[config.mk]
export PLATFORM = sky130hd
export DESIGN_NAME = decode_frontend
export DESIGN_NICKNAME = d
export VERILOG_FILES = /design/src/frontend_pkg.sv /design/src/ctl_word_builder.sv /design/src/decode_frontend.sv /design/src/fetch_unit.sv /design/src/imm_generator.sv /design/src/reg_field_decoder.sv
export SDC_FILE = /design/constraint.sdc
export NUM_CORES = 1
export LEC_CHECK = 0
export ABC_AREA = 1
export BUFFER_PORTS_ARGS = -buffer_cell sky130_fd_sc_hd__buf_2
export CORE_MARGIN = 2
export CORE_UTILIZATION = 56
export CTS_BUF_LIST = sky130_fd_sc_hd__clkbuf_8
export DETAILED_ROUTE_END_ITERATION = 10
export MAX_ROUTING_LAYER = met4
export PLACE_DENSITY = 0.82
export SLEW_MARGIN = 20
export SYNTH_ARGS = -nofsm -noshare
export SYNTH_HDL_FRONTEND = slang
export SYNTH_SLANG_ARGS = --single-unit
[constraint.sdc]
create_clock -name clk -period 6.7 [get_ports clk]
set_input_delay 1.005 -clock clk [delete_from_list [all_inputs] [get_ports clk]]
set_output_delay 1.005 -clock clk [all_outputs]
set_load 0.03 [all_outputs]
[src/frontend_pkg.sv]
`default_nettype none

package frontend_pkg;

    typedef logic [31:0] rv32i_word;
    typedef logic [4:0]  rv32i_reg;

    // The major opcodes of the RV32I base set sit in bits 6:0 of the instruction.
    typedef enum logic [6:0] {
        op_lui   = 7'b0110111,
        op_auipc = 7'b0010111,
        op_jal   = 7'b1101111,
        op_jalr  = 7'b1100111,
        op_br    = 7'b1100011,
        op_load  = 7'b0000011,
        op_store = 7'b0100011,
        op_imm   = 7'b0010011,
        op_reg   = 7'b0110011,
        op_csr   = 7'b1110011
    } rv32i_opcode;

    // The operation class lets dispatch pick a reservation station.
    typedef enum logic [2:0] {
        OPC_ALU,
        OPC_BRANCH,
        OPC_JUMP,
        OPC_LOAD,
        OPC_STORE,
        OPC_UPPER,
        OPC_SYSTEM,
        OPC_ILLEGAL
    } op_class_e;

    // Register-side decode of one instruction.
    typedef struct packed {
        op_class_e op_class;
        rv32i_reg  src1_reg;
        rv32i_reg  src2_reg;
        logic      src1_used;
        logic      src2_used;
        rv32i_reg  rd;
        logic      rd_write;
        logic [2:0] funct3;
        logic      funct7_bit;
    } reg_fields_t;

    // Sign-extended immediate and whether the operation consumes it.
    typedef struct packed {
        rv32i_word imm;
        logic      imm_used;
    } imm_t;

    // Payload handed to dispatch.
    typedef struct packed {
        reg_fields_t fields;
        imm_t        imm;
        rv32i_word   pc;
    } ctl_word_t;

    // Fetch sequencer states.
    // F_REQ has a read outstanding on the memory port; F_HOLD waits for room in the IR.
    // F_IDLE is the single cycle after a squashed response has been consumed.
    typedef enum logic [1:0] {
        F_IDLE,
        F_REQ,
        F_HOLD
    } fetch_state_e;

endpackage : frontend_pkg

`default_nettype wire

[src/ctl_word_builder.sv]
`default_nettype none

module ctl_word_builder import frontend_pkg::*; (
    input  logic        clk,
    input  logic        rst,
    input  logic        flush,

    input  logic        in_valid,
    output logic        in_ready,
    input  reg_fields_t fields,
    input  imm_t        imm,
    input  rv32i_word   pc,

    output logic        dispatch_valid,
    input  logic        dispatch_ready,
    output ctl_word_t   dispatch_word
);

    ctl_word_t word_next;
    logic      load;

    always_comb begin
        word_next.fields = fields;
        word_next.imm    = imm;
        word_next.pc     = pc;
    end

    // The register can take a new word if it is empty or drains this cycle.
    assign in_ready = !dispatch_valid || dispatch_ready;
    assign load     = in_valid && in_ready;

    always_ff @(posedge clk) begin
        if (rst) begin
            dispatch_valid <= 1'b0;
        end else if (flush) begin
            dispatch_valid <= 1'b0;
        end else if (in_ready) begin
            dispatch_valid <= in_valid;
        end
    end

    // Payload only moves on a load, so a stalled word stays stable.
    always_ff @(posedge clk) begin
        if (load) begin
            dispatch_word <= word_next;
        end
    end

endmodule : ctl_word_builder

`default_nettype wire

[src/decode_frontend.sv]
`default_nettype none

module decode_frontend import frontend_pkg::*; #(
    parameter rv32i_word RESET_PC = 32'h0000_0000
) (
    input  logic      clk,
    input  logic      rst,

    output logic      imem_read,
    output rv32i_word imem_addr,
    input  logic      imem_resp,
    input  rv32i_word imem_rdata,

    input  logic      redirect_valid,
    input  rv32i_word redirect_pc,

    output logic      dispatch_valid,
    input  logic      dispatch_ready,
    output ctl_word_t dispatch_word
);

    logic        ir_valid;
    logic        ir_ready;
    rv32i_word   ir_instr;
    rv32i_word   ir_pc;
    reg_fields_t fields;
    imm_t        imm;

    fetch_unit #(
        .RESET_PC(RESET_PC)
    ) fetch_unit_inst (
        .clk(clk),
        .rst(rst),
        .imem_read(imem_read),
        .imem_addr(imem_addr),
        .imem_resp(imem_resp),
        .imem_rdata(imem_rdata),
        .redirect_valid(redirect_valid),
        .redirect_pc(redirect_pc),
        .ir_valid(ir_valid),
        .ir_instr(ir_instr),
        .ir_pc(ir_pc),
        .ir_ready(ir_ready)
    );

    reg_field_decoder reg_field_decoder_inst (
        .instr(ir_instr),
        .fields(fields)
    );

    imm_generator imm_generator_inst (
        .instr(ir_instr),
        .imm(imm)
    );

    ctl_word_builder ctl_word_builder_inst (
        .clk(clk),
        .rst(rst),
        .flush(redirect_valid),
        .in_valid(ir_valid),
        .in_ready(ir_ready),
        .fields(fields),
        .imm(imm),
        .pc(ir_pc),
        .dispatch_valid(dispatch_valid),
        .dispatch_ready(dispatch_ready),
        .dispatch_word(dispatch_word)
    );

endmodule : decode_frontend

`default_nettype wire

[src/fetch_unit.sv]
`default_nettype none

module fetch_unit import frontend_pkg::*; #(
    parameter rv32i_word RESET_PC = 32'h0000_0000
) (
    input  logic      clk,
    input  logic      rst,

    output logic      imem_read,
    output rv32i_word imem_addr,
    input  logic      imem_resp,
    input  rv32i_word imem_rdata,

    input  logic      redirect_valid,
    input  rv32i_word redirect_pc,

    output logic      ir_valid,
    output rv32i_word ir_instr,
    output rv32i_word ir_pc,
    input  logic      ir_ready
);

    fetch_state_e state;
    fetch_state_e state_next;
    rv32i_word    pc;
    rv32i_word    pc_next;
    rv32i_word    req_addr;
    logic         drop;
    logic         ir_free;
    logic         resp_live;
    logic         launch;

    // The address is held in its own register so that a redirect can move
    // the pc while the old request is still waiting for its response.
    assign imem_read = (state == F_REQ);
    assign imem_addr = req_addr;

    assign ir_free   = !ir_valid || ir_ready;
    assign resp_live = (state == F_REQ) && imem_resp && !drop && !redirect_valid;

    always_comb begin
        if (redirect_valid) begin
            pc_next = redirect_pc;
        end else if (resp_live) begin
            pc_next = pc + 32'd4;
        end else begin
            pc_next = pc;
        end
    end

    always_comb begin
        state_next = state;
        case (state)
            F_IDLE: begin
                state_next = F_REQ;
            end
            F_REQ: begin
                if (imem_resp) begin
                    if (drop) begin
                        state_next = F_IDLE;
                    end else if (redirect_valid) begin
                        state_next = F_REQ;
                    end else begin
                        state_next = F_HOLD;
                    end
                end
            end
            F_HOLD: begin
                if (redirect_valid || ir_free) begin
                    state_next = F_REQ;
                end
            end
            default: begin
                state_next = F_REQ;
            end
        endcase
    end

    // A new read begins whenever F_REQ is entered or re-entered after a response.
    assign launch = (state_next == F_REQ) && !((state == F_REQ) && !imem_resp);

    always_ff @(posedge clk) begin
        if (rst) begin
            state    <= F_REQ;
            pc       <= RESET_PC;
            req_addr <= RESET_PC;
            drop     <= 1'b0;
            ir_valid <= 1'b0;
        end else begin
            state <= state_next;
            pc    <= pc_next;
            if (launch) begin
                req_addr <= pc_next;
            end

            // A response that arrives with the redirect completes the read, so
            // only a read still waiting afterwards needs to be marked stale.
            if ((state == F_REQ) && imem_resp) begin
                drop <= 1'b0;
            end else if ((state == F_REQ) && redirect_valid) begin
                drop <= 1'b1;
            end

            if (redirect_valid) begin
                ir_valid <= 1'b0;
            end else if (resp_live) begin
                ir_valid <= 1'b1;
            end else if (ir_ready) begin
                ir_valid <= 1'b0;
            end
        end
    end

    always_ff @(posedge clk) begin
        if (resp_live) begin
            ir_instr <= imem_rdata;
            ir_pc    <= req_addr;
        end
    end

endmodule : fetch_unit

`default_nettype wire

[src/imm_generator.sv]
`default_nettype none

module imm_generator import frontend_pkg::*; (
    input  rv32i_word instr,
    output imm_t      imm
);

    rv32i_opcode opcode;
    rv32i_word   i_imm;
    rv32i_word   s_imm;
    rv32i_word   b_imm;
    rv32i_word   u_imm;
    rv32i_word   j_imm;

    assign opcode = rv32i_opcode'(instr[6:0]);

    // Bit 31 is the sign bit in every format.
    assign i_imm = {{21{instr[31]}}, instr[30:20]};
    assign s_imm = {{21{instr[31]}}, instr[30:25], instr[11:7]};
    assign b_imm = {{20{instr[31]}}, instr[7], instr[30:25], instr[11:8], 1'b0};
    assign u_imm = {instr[31:12], 12'h000};
    assign j_imm = {{12{instr[31]}}, instr[19:12], instr[20], instr[30:21], 1'b0};

    always_comb begin
        imm.imm      = '0;
        imm.imm_used = 1'b1;
        case (opcode)
            op_lui, op_auipc: begin
                imm.imm = u_imm;
            end
            op_jal: begin
                imm.imm = j_imm;
            end
            op_br: begin
                imm.imm = b_imm;
            end
            op_store: begin
                imm.imm = s_imm;
            end
            op_jalr, op_load, op_imm, op_csr: begin
                imm.imm = i_imm;
            end
            default: begin
                // Register-register and unknown opcodes carry no immediate.
                imm.imm_used = 1'b0;
            end
        endcase
    end

endmodule : imm_generator

`default_nettype wire

[src/reg_field_decoder.sv]
`default_nettype none

module reg_field_decoder import frontend_pkg::*; (
    input  rv32i_word   instr,
    output reg_fields_t fields
);

    rv32i_opcode opcode;
    logic        writes_rd;

    assign opcode = rv32i_opcode'(instr[6:0]);

    always_comb begin
        fields.src1_reg   = instr[19:15];
        fields.src2_reg   = instr[24:20];
        fields.rd         = instr[11:7];
        fields.funct3     = instr[14:12];
        fields.funct7_bit = instr[30];

        fields.op_class  = OPC_ILLEGAL;
        fields.src1_used = 1'b0;
        fields.src2_used = 1'b0;
        writes_rd        = 1'b1;

        case (opcode)
            op_lui, op_auipc: begin
                fields.op_class = OPC_UPPER;
            end
            op_jal: begin
                fields.op_class = OPC_JUMP;
            end
            op_jalr: begin
                fields.op_class  = OPC_JUMP;
                fields.src1_used = 1'b1;
            end
            op_br: begin
                fields.op_class  = OPC_BRANCH;
                fields.src1_used = 1'b1;
                fields.src2_used = 1'b1;
                writes_rd        = 1'b0;
            end
            op_load: begin
                fields.op_class  = OPC_LOAD;
                fields.src1_used = 1'b1;
            end
            op_store: begin
                fields.op_class  = OPC_STORE;
                fields.src1_used = 1'b1;
                fields.src2_used = 1'b1;
                writes_rd        = 1'b0;
            end
            op_imm: begin
                fields.op_class  = OPC_ALU;
                fields.src1_used = 1'b1;
            end
            op_reg: begin
                fields.op_class  = OPC_ALU;
                fields.src1_used = 1'b1;
                fields.src2_used = 1'b1;
            end
            op_csr: begin
                fields.op_class  = OPC_SYSTEM;
                fields.src1_used = 1'b1;
            end
            default: begin
                writes_rd = 1'b0;
            end
        endcase

        // Register 0 is hardwired, so a write to it is never scheduled.
        fields.rd_write = writes_rd && (instr[11:7] != 5'd0);
    end

endmodule : reg_field_decoder

`default_nettype wire

==> impl_results.md <==
- Buffers on Ports: between 150 and 200
- Hold Violations, Final: 0
- Clock root cell: clkbuf_8
- Crit. End Element: flip-flop
- Antenna cell count: 0
- Initial antenna violation count: 0
- Setup bufs post-CTS: 0
- Power per cell area: between 300 and 400 nW/um^2
- CP top delay family: buffers and inverters
- Final HPWL DP: 13.36 mm
- Std cell rows: 45
- Total global routing overflow: 0
- Maximum clock path buffer count: 3
- Kind of critical path: in2reg
- WL final: 19.14 mm
- WP data required: 7.11 ns
- Leakage: 4.534 nW
- Die H: 128.9 um
- DIE WIDTH: 128.9 um
- Number of synthesized register bits: 223
- Final-report max-slew violation count: 0
- Fin crit period: around 2.9 ns
- Gp weighted congestion: roughly 0.95
- Initial Utilization: 57.49%
- Avg Cell Area, Syn: approximately 11 sq um
- Final nets: around 1100
- Drt drc: 0
- Crit-path most repeated cell: nor3_2
- Hold buffers post-CTS: 0
- Peak supply drop: 0.1860 mV
- Sequential area share after synthesis: 68.72%
- Hold slack: 0.4075 ns
- Cts repair resizes: 0
- CTS HTree Levels: 2
- Clock skew: 0.01087 ns
- Routed Antenna Nets: 0
- Core area: 15200 sq um
- Crit start category: input pin
- Setup slack after layout: 3.776 ns
- Die ar.: 16620 sq um
- Vias per cell: between 5 and 6
- Share of cells above drive strength 1: 28.21%
- Setup violators final: 0
- Post-synth EDFFs: 154
- GR peak layer: met2
- Total negative slack: 0 ns
- CTS tree: done
- Area grow syn2layout: 20.50%
- Global Route met3 Usage: 4.699%
- Synth Warn #: 0
- CP Cell Sequence: buf_2 -> inv_2 -> nor3_2 -> nor3_2 -> nand2_2 -> nand3_4 -> inv_4 -> nand3_1 -> nand2_1 -> inv_1
- GR Util All Layers: 23.73%
- Synth cell types: 41
- Critical-path top delay cell: buf_2
- CTS Buf Count: 36
- Worst-Skew Late Latency: 0.51 ns
- Fmax: 0.3420 GHz
- M2 GR Usage: 37.94%
- Mapped cell area: 8740 sq um
- Most used DFF post-synth: edfxtp_1
- Clk sinks: 223
- GR Util met1: 30.61%
- DR vias: 6402
- Pre-CTS setup slack: 3.204 ns
- Worst-margin pin slew: roughly 0.99 ns
- Async SR Flop Fraction: 0%
- Fin crit share: 43.64%
- IO Count: 193
- Slew headroom: 34.07%
- Max incr delay on CP: between 0.5 and 0.6 ns
- Crit path max fanout: 43
- Vias in the first global route: 5971
- Mapped Cells: just over 800
- 1st-pass router iterations: 5
- Pin count of the biggest net entering global routing: 79
- RSZ-0062 raised after global routing: no
- Final Util: between 60% and 70%
- Syn_nets: 877
- WP data arrival: approximately 3.3 ns
- Routed len/inst: roughly 16 um
- Max Cap Viol: 0
- Wire length of the first global-routing pass: between 20 and 30 mm
- Status: complete, no violations
- Worst Path Buf+Inv: 4
- 1st-iter DRT viols: 538
- Worst-path clk slew: 0.06 ns
- Worst min-delay path class: reg2reg
-- layer usage --
layer	part of all wire (%)	wire [um]
met5	0	0
met4	2.3	434
met3	7.1	1361
met2	48	9178
met1	43	8161
-- worst paths after layout --
check                           slack [ns]                                     end  depth (start not counted)                startpoint
worst max-delay path                  3.78           fetch_unit_inst.imem_addr[27]                         10            redirect_valid
worst min-delay path                  0.41  ctl_word_builder_inst.dispatch_word[9]                          0  fetch_unit_inst.ir_pc[9]
worst max register to register        4.10           fetch_unit_inst.imem_addr[22]                         13  fetch_unit_inst.state[1]
worst min register to register        0.41  ctl_word_builder_inst.dispatch_word[9]                          0  fetch_unit_inst.ir_pc[9]
-- layout make-up --
type | instances | area [sq um]
clock inverters | 25 | 132.6
fillers | 1158 | 4671
repair buffers | 193 | 968.4
multi-input cells | 472 | 2290
inverters | 88 | 335.3
clock buffers | 41 | 564.3
flip-flops and latches | 223 | 6006
well taps | 188 | 235.2
-- cell usage in the layout (no fill, tap or decap), types with 4 or more instances in the layout --
master	netlist	layout
edfxtp_1	154	154
dfxtp_1	69	69
and2_1	4	4
nor2_2	8	8
nor2_1	103	102
clkinv_2	0	4
clkinv_1	0	8
nand2_1	152	152
a21oi_1	37	37
inv_2	9	9
o21ai_1	19	19
nor3_1	14	14
nand2_2	5	5
nor3_2	8	8
nand3_1	64	64
nand4_1	6	6
o21ai_0	10	10
o21ai_2	10	10
clkbuf_8	0	41
inv_1	77	87
buf_2	3	192
-- stage by stage --
stage	std cells	power, mW	area [sq um]
finish	1230	3.229	10530
global route	1230	3.367	10530
CTS	1230	3.256	10530
detailed placement	1164	2.140	9834
global placement	1164	2.127	9834
floorplan	805	2.004	8740
-- where the power goes --
group          total, mW  internal [mW]  switching, mW
Combinational      0.439          0.122          0.317
Clock               1.12          0.600          0.518
Sequential          1.67           1.60         0.0719
-- cells in the mapped netlist, types with 2 or more instances --
library cell	instances	area, sq um
edfxtp_1	154	4624
nand2_1	152	570.6
nor2_1	103	386.6
inv_1	77	289.0
dfxtp_1	69	1381
nand3_1	64	320.3
a21oi_1	37	185.2
o21ai_1	19	95.09
nor3_1	14	70.07
clkbuf_1	11	41.29
o21ai_0	10	50.05
o21ai_2	10	87.58
inv_2	9	33.78
nor2_2	8	50.05
nor3_2	8	80.08
nand4_1	6	37.54
nand2_2	5	31.28
and2_1	4	25.02
buf_4	4	30.03
buf_2	3	15.01
ha_1	3	37.54
nand3_2	3	30.03
o22ai_1	3	18.77
xnor2_1	3	26.28
a31o_2	2	17.52
buf_1	2	7.510
buf_6	2	22.52
inv_4	2	12.51
mux2i_1	2	20.02
nand3b_1	2	15.01
nor2_4	2	22.52
o21bai_1	2	15.01
xor2_1	2	17.52
-- kinds of logic (layout without fill, tap and decap cells) --
logic type | after synthesis | after routing | synth area share [%]
xor gates and xnor gates | 5 | 5 | 0.5012
DFF | 223 | 223 | 68.72
AOI/OAI and AO/OA | 88 | 88 | 5.798
buffers and inverters | 110 | 347 | 5.168
adders and majority gates | 3 | 3 | 0.4295
and+or+nand+nor | 374 | 374 | 19.16
muxes | 2 | 2 | 0.2291
-- registers in the layout, indices dropped and copies added (netlist names) --
signal,cells
ctl_word_builder_inst.dispatch_valid,1
ctl_word_builder_inst.dispatch_word,90
fetch_unit_inst.drop,1
fetch_unit_inst.imem_addr,32
fetch_unit_inst.ir_instr,32
fetch_unit_inst.ir_pc,32
fetch_unit_inst.ir_valid,1
fetch_unit_inst.pc,32
fetch_unit_inst.state,2
Note: power is estimated with default switching activity, not from simulation.
